<file path="src/design/periph_xbar_cfg.svh">
// ----------------------------------------------------------
// sizes and address map of the peripheral crossbar
// the routing field must be exactly as wide as the slave index
// ----------------------------------------------------------
`ifndef PERIPH_XBAR_CFG_SVH
`define PERIPH_XBAR_CFG_SVH

// port counts
`define XBAR_NB_MASTERS 4
`define XBAR_NB_SLAVES 8

// bus widths
`define XBAR_ADDR_WIDTH 32
`define XBAR_DATA_WIDTH 32
`define XBAR_BE_WIDTH 4

// address bits that select the slave lane
`define XBAR_ROUTING_LSB 10
`define XBAR_ROUTING_MSB 12

// cluster 0 map, each cluster id step adds 4 MiB
`define XBAR_CLUSTER_BASE 32'h1000_0000
`define XBAR_PERIPH_OFFS 32'h0020_0000
`define XBAR_EXT_OFFS 32'h0040_0000

// alias window, matched on the top address byte only
`define XBAR_ALIAS_EN 1'b1
`define XBAR_ALIAS_TOP 8'h1B

// accelerator slot populated
`define XBAR_HWPE_PRESENT 1'b1

`endif

</file>
<file path="src/design/periph_xbar_pkg.sv">
// ----------------------------------------------------------
// payload types and fixed slot numbers of the crossbar
// slot numbers must stay below XBAR_NB_SLAVES
// ----------------------------------------------------------
`include "periph_xbar_cfg.svh"

package periph_xbar_pkg;

  // slave lane number, as wide as the routing field
  typedef logic [`XBAR_ROUTING_MSB-`XBAR_ROUTING_LSB:0] slv_idx_t;

  // one bit per master, echoed back with the response
  typedef logic [`XBAR_NB_MASTERS-1:0] mst_id_t;

  // request as it travels through an arbiter lane
  typedef struct packed {
    logic [`XBAR_ADDR_WIDTH-1:0] addr;
    logic [`XBAR_DATA_WIDTH-1:0] data;
    mst_id_t                     id;
    logic                        we_n;
    logic [`XBAR_BE_WIDTH-1:0]   be;
  } xbar_req_t;

  // response of one slave lane
  typedef struct packed {
    logic [`XBAR_DATA_WIDTH-1:0] data;
    mst_id_t                     id;
    logic                        opc;
  } xbar_resp_t;

  // event unit occupies EU_PLUGS consecutive slots
  localparam slv_idx_t SLV_EU_ID = 3'd2;
  localparam int unsigned EU_PLUGS = 2;

  // accelerator slot
  localparam slv_idx_t SLV_HWPE_ID = 3'd4;

  // everything outside the cluster window
  localparam slv_idx_t SLV_EXT_ID = 3'd6;

  // malformed or forbidden accesses end here
  localparam slv_idx_t SLV_ERR_ID = 3'd7;

endpackage

</file>
<file path="src/design/periph_addr_decoder.sv">
// ----------------------------------------------------------
// purely combinational, only the first 64 KiB of the window decode
// alias window is checked on the top byte, the rest as in the cluster
// ----------------------------------------------------------
`timescale 1ns/10ps
`include "periph_xbar_cfg.svh"

module periph_addr_decoder (
  input  logic [`XBAR_ADDR_WIDTH-1:0] addr_i,
  input  logic [5:0]                  cluster_id_i,
  output periph_xbar_pkg::slv_idx_t   slv_idx_o
);

  localparam int unsigned CLUSTER_SHIFT = 22;
  localparam int unsigned TOP_LSB = `XBAR_ADDR_WIDTH - 8;
  localparam int unsigned CHECK_MSB = 19;

  logic [`XBAR_ADDR_WIDTH-1:0] cluster_base;
  logic [`XBAR_ADDR_WIDTH-1:0] periph_base;
  logic [`XBAR_ADDR_WIDTH-1:0] periph_end;
  logic [`XBAR_ADDR_WIDTH-1:0] local_addr;
  logic                        top_hit;
  logic                        in_window;
  logic                        malformed;
  periph_xbar_pkg::slv_idx_t   route_idx;

  // window of this cluster, relocated by the cluster id
  assign cluster_base = `XBAR_CLUSTER_BASE
                      + (`XBAR_ADDR_WIDTH'(cluster_id_i) << CLUSTER_SHIFT);
  assign periph_base  = cluster_base + `XBAR_PERIPH_OFFS;
  assign periph_end   = cluster_base + `XBAR_EXT_OFFS;

  // cluster byte or alias byte on top
  assign top_hit = (addr_i[`XBAR_ADDR_WIDTH-1:TOP_LSB] == cluster_base[`XBAR_ADDR_WIDTH-1:TOP_LSB])
                || (`XBAR_ALIAS_EN && addr_i[`XBAR_ADDR_WIDTH-1:TOP_LSB] == `XBAR_ALIAS_TOP);

  // alias accesses are compared as if they were in the cluster
  assign local_addr = {cluster_base[`XBAR_ADDR_WIDTH-1:TOP_LSB], addr_i[TOP_LSB-1:0]};
  assign in_window  = top_hit && (local_addr >= periph_base) && (local_addr < periph_end);

  assign route_idx = addr_i[`XBAR_ROUTING_MSB:`XBAR_ROUTING_LSB];

  // stray bits above the routing field or a lane that does not exist
  assign malformed = (local_addr[`XBAR_ADDR_WIDTH-1:16] != periph_base[`XBAR_ADDR_WIDTH-1:16])
                  || (addr_i[CHECK_MSB:`XBAR_ROUTING_MSB+1] != '0)
                  || (int'(route_idx) >= `XBAR_NB_SLAVES);

  always_comb begin
    if (!in_window) begin
      slv_idx_o = periph_xbar_pkg::SLV_EXT_ID;
    end else if (malformed) begin
      slv_idx_o = periph_xbar_pkg::SLV_ERR_ID;
    end else if (route_idx >= periph_xbar_pkg::SLV_EU_ID
              && int'(route_idx) < int'(periph_xbar_pkg::SLV_EU_ID)
                                   + periph_xbar_pkg::EU_PLUGS) begin
      // all event unit slots share one port
      slv_idx_o = periph_xbar_pkg::SLV_EU_ID;
    end else if (!`XBAR_HWPE_PRESENT && route_idx == periph_xbar_pkg::SLV_HWPE_ID) begin
      slv_idx_o = periph_xbar_pkg::SLV_ERR_ID;
    end else if (route_idx == periph_xbar_pkg::SLV_EXT_ID) begin
      // direct external slot would loop back out of the cluster
      slv_idx_o = periph_xbar_pkg::SLV_ERR_ID;
    end else begin
      slv_idx_o = route_idx;
    end
  end

endmodule

</file>
<file path="src/design/req_demux.sv">
// ----------------------------------------------------------
// one master to all lanes, sel_i must be held with req_i
// ----------------------------------------------------------
`timescale 1ns/10ps
`include "periph_xbar_cfg.svh"

module req_demux (
  input  logic                        req_i,
  input  periph_xbar_pkg::slv_idx_t   sel_i,
  output logic [`XBAR_NB_SLAVES-1:0]  req_o,
  input  logic [`XBAR_NB_SLAVES-1:0]  gnt_i,
  output logic                        gnt_o
);

  logic [`XBAR_NB_SLAVES-1:0] sel_oh;

  always_comb begin
    for (int s = 0; s < `XBAR_NB_SLAVES; s++) begin
      sel_oh[s] = (int'(sel_i) == s);
    end
  end

  // only the addressed lane sees the request
  assign req_o = sel_oh & {`XBAR_NB_SLAVES{req_i}};

  // grant taken from the addressed lane alone
  assign gnt_o = |(gnt_i & sel_oh);

endmodule

</file>
<file path="src/design/rr_arbiter.sv">
// ----------------------------------------------------------
// round robin over NUM_IN inputs, pointer moves only on a transfer
// ----------------------------------------------------------
`timescale 1ns/10ps

module rr_arbiter #(
  parameter int unsigned NUM_IN = 4,
  parameter type payload_t = logic
) (
  input  logic                  clk_i,
  input  logic                  reset_i,
  input  logic     [NUM_IN-1:0] req_i,
  input  payload_t [NUM_IN-1:0] data_i,
  output logic     [NUM_IN-1:0] gnt_o,
  output logic                  req_o,
  output payload_t              data_o,
  input  logic                  gnt_i
);

  localparam int unsigned IDX_W = (NUM_IN > 1) ? $clog2(NUM_IN) : 1;

  logic [IDX_W-1:0] ptr_q;
  logic [IDX_W-1:0] win_idx;
  logic [IDX_W-1:0] ptr_next;
  logic             found;

  // first requester at or after the pointer, wrapping around
  always_comb begin
    int cand;
    found   = 1'b0;
    win_idx = ptr_q;
    for (int i = 0; i < NUM_IN; i++) begin
      cand = int'(ptr_q) + i;
      if (cand >= NUM_IN) begin
        cand = cand - NUM_IN;
      end
      if (!found && req_i[cand]) begin
        found   = 1'b1;
        win_idx = IDX_W'(cand);
      end
    end
  end

  assign req_o  = found;
  assign data_o = data_i[win_idx];

  // grant goes back to the winner only
  always_comb begin
    gnt_o          = '0;
    gnt_o[win_idx] = gnt_i && found;
  end

  // winner drops to lowest priority after it is served
  always_comb begin
    if (win_idx == IDX_W'(NUM_IN - 1)) begin
      ptr_next = '0;
    end else begin
      ptr_next = win_idx + 1'b1;
    end
  end

  always_ff @(posedge clk_i) begin
    if (reset_i) begin
      ptr_q <= '0;
    end else if (found && gnt_i) begin
      ptr_q <= ptr_next;
    end
  end

endmodule

</file>
<file path="src/design/resp_mux.sv">
// ----------------------------------------------------------
// at most one lane may answer a given master per cycle
// ----------------------------------------------------------
`timescale 1ns/10ps
`include "periph_xbar_cfg.svh"

module resp_mux #(
  parameter int unsigned MST_IDX = 0
) (
  input  logic [`XBAR_NB_SLAVES-1:0]                            r_valid_i,
  input  periph_xbar_pkg::mst_id_t [`XBAR_NB_SLAVES-1:0]        r_id_i,
  input  logic [`XBAR_NB_SLAVES-1:0][`XBAR_DATA_WIDTH-1:0]      r_data_i,
  input  logic [`XBAR_NB_SLAVES-1:0]                            r_opc_i,
  output logic                                                  r_valid_o,
  output logic [`XBAR_DATA_WIDTH-1:0]                           r_data_o,
  output logic                                                  r_opc_o
);

  localparam periph_xbar_pkg::mst_id_t OWN_ID = periph_xbar_pkg::mst_id_t'(1) << MST_IDX;

  periph_xbar_pkg::xbar_resp_t [`XBAR_NB_SLAVES-1:0] lane_resp;
  logic [`XBAR_NB_SLAVES-1:0]                        match;
  periph_xbar_pkg::slv_idx_t                         lane;

  always_comb begin
    lane = '0;
    for (int s = 0; s < `XBAR_NB_SLAVES; s++) begin
      lane_resp[s] = '{data: r_data_i[s], id: r_id_i[s], opc: r_opc_i[s]};
      match[s]     = r_valid_i[s] && (lane_resp[s].id == OWN_ID);
      // one-hot to binary, OR of the matching lane numbers
      if (match[s]) begin
        lane = lane | periph_xbar_pkg::slv_idx_t'(s);
      end
    end
  end

  assign r_valid_o = |match;
  assign r_data_o  = lane_resp[lane].data;
  assign r_opc_o   = lane_resp[lane].opc;

endmodule

</file>
<file path="src/design/periph_xbar.sv">
// ----------------------------------------------------------
// zero-cycle crossbar, masters must always accept responses
// slaves must echo the one-hot id from s_id_o with their response
// ----------------------------------------------------------
`timescale 1ns/10ps
`include "periph_xbar_cfg.svh"

module periph_xbar (
  input  logic                                              clk_i,
  input  logic                                              reset_i,
  input  logic [5:0]                                        cluster_id_i,

  // master side
  input  logic [`XBAR_NB_MASTERS-1:0]                       m_req_i,
  input  logic [`XBAR_NB_MASTERS-1:0][`XBAR_ADDR_WIDTH-1:0] m_addr_i,
  input  logic [`XBAR_NB_MASTERS-1:0][`XBAR_DATA_WIDTH-1:0] m_wdata_i,
  input  logic [`XBAR_NB_MASTERS-1:0]                       m_we_n_i,
  input  logic [`XBAR_NB_MASTERS-1:0][`XBAR_BE_WIDTH-1:0]   m_be_i,
  output logic [`XBAR_NB_MASTERS-1:0]                       m_gnt_o,
  output logic [`XBAR_NB_MASTERS-1:0]                       m_r_valid_o,
  output logic [`XBAR_NB_MASTERS-1:0][`XBAR_DATA_WIDTH-1:0] m_r_rdata_o,
  output logic [`XBAR_NB_MASTERS-1:0]                       m_r_opc_o,

  // slave side
  output logic [`XBAR_NB_SLAVES-1:0]                        s_req_o,
  output logic [`XBAR_NB_SLAVES-1:0][`XBAR_ADDR_WIDTH-1:0]  s_addr_o,
  output logic [`XBAR_NB_SLAVES-1:0][`XBAR_DATA_WIDTH-1:0]  s_wdata_o,
  output logic [`XBAR_NB_SLAVES-1:0]                        s_we_n_o,
  output logic [`XBAR_NB_SLAVES-1:0][`XBAR_BE_WIDTH-1:0]    s_be_o,
  output logic [`XBAR_NB_SLAVES-1:0][`XBAR_NB_MASTERS-1:0]  s_id_o,
  input  logic [`XBAR_NB_SLAVES-1:0]                        s_gnt_i,
  input  logic [`XBAR_NB_SLAVES-1:0]                        s_r_valid_i,
  input  logic [`XBAR_NB_SLAVES-1:0][`XBAR_DATA_WIDTH-1:0]  s_r_rdata_i,
  input  logic [`XBAR_NB_SLAVES-1:0][`XBAR_NB_MASTERS-1:0]  s_r_id_i,
  input  logic [`XBAR_NB_SLAVES-1:0]                        s_r_opc_i
);

  periph_xbar_pkg::slv_idx_t  [`XBAR_NB_MASTERS-1:0] mst_sel;
  periph_xbar_pkg::xbar_req_t [`XBAR_NB_MASTERS-1:0] mst_req;
  periph_xbar_pkg::xbar_req_t [`XBAR_NB_SLAVES-1:0]  lane_req_data;

  // demux side is master-major, arbiter side lane-major
  logic [`XBAR_NB_MASTERS-1:0][`XBAR_NB_SLAVES-1:0] dmx_req;
  logic [`XBAR_NB_MASTERS-1:0][`XBAR_NB_SLAVES-1:0] dmx_gnt;
  logic [`XBAR_NB_SLAVES-1:0][`XBAR_NB_MASTERS-1:0] lane_req;
  logic [`XBAR_NB_SLAVES-1:0][`XBAR_NB_MASTERS-1:0] lane_gnt;

  for (genvar m = 0; m < `XBAR_NB_MASTERS; m++) begin : gen_mst
    periph_addr_decoder i_dec (
      .addr_i       (m_addr_i[m]),
      .cluster_id_i (cluster_id_i),
      .slv_idx_o    (mst_sel[m])
    );

    // id field tags the request so the response can find its way back
    assign mst_req[m] = '{
      addr: m_addr_i[m],
      data: m_wdata_i[m],
      id:   periph_xbar_pkg::mst_id_t'(1) << m,
      we_n: m_we_n_i[m],
      be:   m_be_i[m]
    };

    req_demux i_demux (
      .req_i (m_req_i[m]),
      .sel_i (mst_sel[m]),
      .req_o (dmx_req[m]),
      .gnt_i (dmx_gnt[m]),
      .gnt_o (m_gnt_o[m])
    );

    resp_mux #(
      .MST_IDX (m)
    ) i_resp (
      .r_valid_i (s_r_valid_i),
      .r_id_i    (s_r_id_i),
      .r_data_i  (s_r_rdata_i),
      .r_opc_i   (s_r_opc_i),
      .r_valid_o (m_r_valid_o[m]),
      .r_data_o  (m_r_rdata_o[m]),
      .r_opc_o   (m_r_opc_o[m])
    );

    for (genvar s = 0; s < `XBAR_NB_SLAVES; s++) begin : gen_xpose
      assign lane_req[s][m] = dmx_req[m][s];
      assign dmx_gnt[m][s]  = lane_gnt[s][m];
    end
  end

  for (genvar s = 0; s < `XBAR_NB_SLAVES; s++) begin : gen_lane
    rr_arbiter #(
      .NUM_IN    (`XBAR_NB_MASTERS),
      .payload_t (periph_xbar_pkg::xbar_req_t)
    ) i_arb (
      .clk_i   (clk_i),
      .reset_i (reset_i),
      .req_i   (lane_req[s]),
      .data_i  (mst_req),
      .gnt_o   (lane_gnt[s]),
      .req_o   (s_req_o[s]),
      .data_o  (lane_req_data[s]),
      .gnt_i   (s_gnt_i[s])
    );

    assign s_addr_o[s]  = lane_req_data[s].addr;
    assign s_wdata_o[s] = lane_req_data[s].data;
    assign s_we_n_o[s]  = lane_req_data[s].we_n;
    assign s_be_o[s]    = lane_req_data[s].be;
    assign s_id_o[s]    = lane_req_data[s].id;
  end

endmodule

</file>
<file path="config.mk">
export PLATFORM = sky130hd
export DESIGN_NAME = periph_xbar
export DESIGN_NICKNAME = d
export VERILOG_FILES = /design/src/design/periph_xbar_pkg.sv /design/src/design/periph_addr_decoder.sv /design/src/design/req_demux.sv /design/src/design/rr_arbiter.sv /design/src/design/resp_mux.sv /design/src/design/periph_xbar.sv
export VERILOG_INCLUDE_DIRS = /design/src /design/src/design
export SDC_FILE = /design/constraint.sdc
export NUM_CORES = 2
export LEC_CHECK = 0
export ABC_AREA = 1
export BUFFER_PORTS_ARGS = -buffer_cell sky130_fd_sc_hd__buf_4
export CAP_MARGIN = 25
export CELL_PAD_IN_SITES_DETAIL_PLACEMENT = 0
export CELL_PAD_IN_SITES_GLOBAL_PLACEMENT = 1
export CORE_AREA = 2 2 514 516
export DETAILED_ROUTE_END_ITERATION = 12
export DIE_AREA = 0 0 516 518
export GPL_ROUTABILITY_DRIVEN = 1
export PLACE_DENSITY_LB_ADDON = 0.1
export SLEW_MARGIN = 20
export SYNTH_ARGS = -nofsm -noshare
export SYNTH_HDL_FRONTEND = slang
export SYNTH_SLANG_ARGS = --single-unit
</file>
<file path="constraint.sdc">
create_clock -name clk_i -period 7.65 [get_ports clk_i]
set_clock_uncertainty 0.05 [all_clocks]
set_input_delay 0 -clock clk_i [delete_from_list [all_inputs] [get_ports clk_i]]
set_output_delay 0 -clock clk_i [all_outputs]
set_load 0.03 [all_outputs]
</file>
==> run summary <==
For the number of global-route vias before repair, the log shows 54,984. The largest registers in the layout are gen_lane.i_arb.ptr_q x16. The logs give 1 for the depth of the CTS H-tree and 267,000 µm² for the floorplan die area.

By area the synthesized netlist is led by sky130_fd_sc_hd__nand2_1, sky130_fd_sc_hd__nand3_1, sky130_fd_sc_hd__o21ai_0. The delay of the slowest critical-path stage came out at 790 ps. STA classifies the critical path endpoint as a primary output. The layer flagged by global routing as most heavily used is met2. After routing, the total negative slack on setup checks comes to 0 ps.

The sequential share of the synthesized area was 0.854%. The sort of element at the start of the critical path was an input pin. At the pin with the least slew margin, the transition time is 1190 ps.

The path class of the lowest-slack min-delay path is input pin to flip-flop. For this run, global-route usage on met1 was measured as 31.8%. The number of cells on the worst reg-to-reg path is 13. Ranked by flip-flop count, first place goes to gen_lane.i_arb.ptr_q. The tools report the number of standard cells in the final layout excluding fillers as 12,495. The clock transition at the registers of the reported paths was 80 ps; the clock latency on the worst-skew pair was 280 ps.

Static timing analysis puts the maximum clock frequency at 172 MHz. The logs give 51 for the count of cell types in the netlist and 1 for the final number of hold-violating endpoints. TritonCTS built the clock tree.

The tools report the combined global-route utilization of all metal layers as 26.2%. The die is 516 µm wide. For this run, the detailed router's first-pass iteration total came to 6. Of all cell types, the one taking the most synthesized area is sky130_fd_sc_hd__nand2_1. The routability congestion estimate came out at 0.863. Among all flip-flop cells after synthesis, the most frequent one is sky130_fd_sc_hd__dfxtp_1.

VDD sags by at most 0.250 mV. The run gives 0 as the max-capacitance violation count. The sequential cells in the finished layout cover a total of 328 µm². For this run, asynchronously set or reset flops after synthesis account for 0%. The cell with the largest stage delay on the worst path was sky130_fd_sc_hd__buf_4. The largest net degree at the start of global routing is 184. The number of nets in the synthesized netlist is 9,121.

A synthesized cell averages 4.43 µm². The first routing iteration left 5,685 violations. During I/O placement, the number of pins put on the boundary was 1,332. The run gives 7600 ps as the critical path required time. The tools report the post-layout worst setup margin as 1820 ps. From synthesis to final layout, the design area changed by 30.1%. Fill cells in the final layout number 31,109. The die is 518 µm tall.

In the final layout, the multi-input gates occupy 31,800 µm². Critical path start-end classification: input pin to primary output. CTS placed an instance of sky130_fd_sc_hd__clkbuf_16 at the clock tree root.

The logs give 0 for the post-CTS resize count and 8,470 for the gate count after technology mapping. For the number of endpoints failing setup at the final stage, the log shows 0. The run finished, with violations left. The analysis attributes to cell leakage a power of 0.0264 µW. The tools report the number of buffers created by CTS as 3.

Along the worst path, the maximum fanout reaches 54. The final layout contains routed wiring with a total length of 370 mm. After layout, the worst path uses 76.2% of the clock period. The final critical-path required period was 5830 ps; the maximum count of clock buffers along a single path was 2. Setup repair after global routing left no endpoint under its margin. The initialized floorplan defines 188 standard-cell rows.

Prior to clock tree synthesis, the placed netlist has a worst setup slack of 2030 ps. The share of Yosys cell area claimed by the top area cell type was 39.2%. Total number of yosys warnings: 0. Summing over every cut layer, the via total after detailed routing is 60,516. In this run, post-CTS hold repair placed 0 buffers. For this run, global-route usage on met3 was measured as 7.06%. The logs give 14.3% for the initial core utilization and 37,500 µm² for the combined area of all synthesized cells. The logs give -4.40 ps for the post-route worst hold slack and 271 mm for the detailed placer's ending HPWL. The number of routed nets with antenna violations is 0. The synthesized design contains 0 enable-type register cells.

The number of pins with negative max-slew slack in the final report came out at 0. Measured against its own limit, the worst slew margin works out to 20.7%. The net count of the finished layout is 9,567. The worst hold path passes through 2 cells.

Dividing the detail-routed wire length by the instance count gives 29.6 µm. For the global-route wire length before repair, the log shows 497 mm. Dividing total power by cell area gives a power density of 181 nW/µm². The register with the most flip-flops in the layout has 16 of them. Once placement completed, the tool counted placed cells totaling 12,426. The total area inside the core boundary comes to 262,000 µm². The via-per-instance ratio was 4.84; the port buffer count was 1,329. The total congestion overflow after global routing is 0.

Cell repeated most along the worst path: sky130_fd_sc_hd__nand2_1. The run gives 119 as the number of antenna violations at the first check in global routing. Synthesized flop and latch total: 16. The checks that failed: hold timing. The DRC violations left was 0.

Global routing consumed, on the met2 layer, 43.7% of the routing resources. At the worst endpoint, the arrival time is 5780 ps. The design area was 48,800 µm². Once the clock tree was built, the setup fixing pass inserted 0 buffers. The tree built by TritonCTS fans out to 16 sinks.

The post-place instance area is 48,600 µm², and the fraction of layout instances using a drive strength above 1 is 17.3%.
-- worst max-delay path, delay by kind of cell --
kind,cells,cell delay [ps]
adders and majority gates,2,500
buffers and inverters,5,1860
and+or+nand+nor,22,3110
-- power breakdown --
group	internal, µW	switching [µW]
combinational	2250	6370
sequential	87.3	10.2
clock	70.7	63.2
total	2410	6450
-- logic make-up (layout without fill, tap and decap cells) --
group | after synthesis | after routing | synth area share, %
AO/OA/AOI/OAI | 1482 | 1482 | 20.6
adder cells (fa/ha/maj) | 51 | 51 | 1.70
AND/OR/NAND/NOR | 5616 | 5616 | 61.5
other | 1 | 66 | 0.0100
flip-flops | 16 | 16 | 0.854
buffers and inverters | 1297 | 1742 | 15.2
XOR/XNOR | 7 | 7 | 0.163
-- final timing paths --
check,from,end,slack (ps)
worst min-delay path,reset_i,gen_lane[0].i_arb.ptr_q[0],-4
worst min register to register,gen_lane[1].i_arb.ptr_q[1],gen_lane[1].i_arb.ptr_q[1],550
worst max-delay path,cluster_id_i[0],s_addr_o[145],1820
worst max register to register,gen_lane[5].i_arb.ptr_q[0],gen_lane[5].i_arb.ptr_q[1],3530
-- cell type report --
class,instances,share of cell area [%]
multi-input combinational,7157,65.2
timing repair buffer,1418,22.1
tap,3515,9.01
inverter,320,2.50
sequential,16,0.672
antenna,65,0.333
clock buffer,3,0.154
clock inverter,1,0.00769
-- synthesized netlist by cell type (51+ instances only) --
master and instances:
sky130_fd_sc_hd__nand2_1 3922, sky130_fd_sc_hd__nand3_1 1106, sky130_fd_sc_hd__o21ai_0 668, sky130_fd_sc_hd__a21oi_1 588
sky130_fd_sc_hd__clkbuf_1 468, sky130_fd_sc_hd__nor2_1 396, sky130_fd_sc_hd__buf_2 373, sky130_fd_sc_hd__inv_1 290
sky130_fd_sc_hd__a31oi_1 132, sky130_fd_sc_hd__nand4_1 68, sky130_fd_sc_hd__o22ai_1 61, sky130_fd_sc_hd__buf_4 58
sky130_fd_sc_hd__ha_1 51
-- layer usage --
| layer | share of wire, % | wire [µm] |
|---|---|---|
| met5 | 0.093 | 345 |
| met4 | 3.9 | 14300 |
| met3 | 8.9 | 33000 |
| met2 | 47 | 174000 |
| met1 | 40 | 149000 |
-- stage by stage --
stage / total power (µW) / utilization (%)
floorplan: 4680 / -
global placement: 8790 / 18.6
detailed placement: 8780 / 18.6
CTS: 8950 / 18.6
global route: 9460 / 18.6
finish: 8850 / 18.7
-- cell usage in the layout (no fill, tap or decap), drive strengths merged, types with 3 or more instances in the layout --
cell type / n
o21ai: 685
nor2: 415
nand2: 3945
nor3: 30
diode: 65
o22ai: 61
clkbuf: 3
xor2: 7
nand4: 70
o2111ai: 3
nand3b: 14
nor3b: 3
inv: 313
or2: 3
nor4: 10
nand3: 1115
dfxtp: 16
ha: 51
a31oi: 132
clkinv: 8
and3: 8
buf: 1418
o211ai: 5
a21oi: 592
Note: power is estimated with default switching activity, not from simulation.
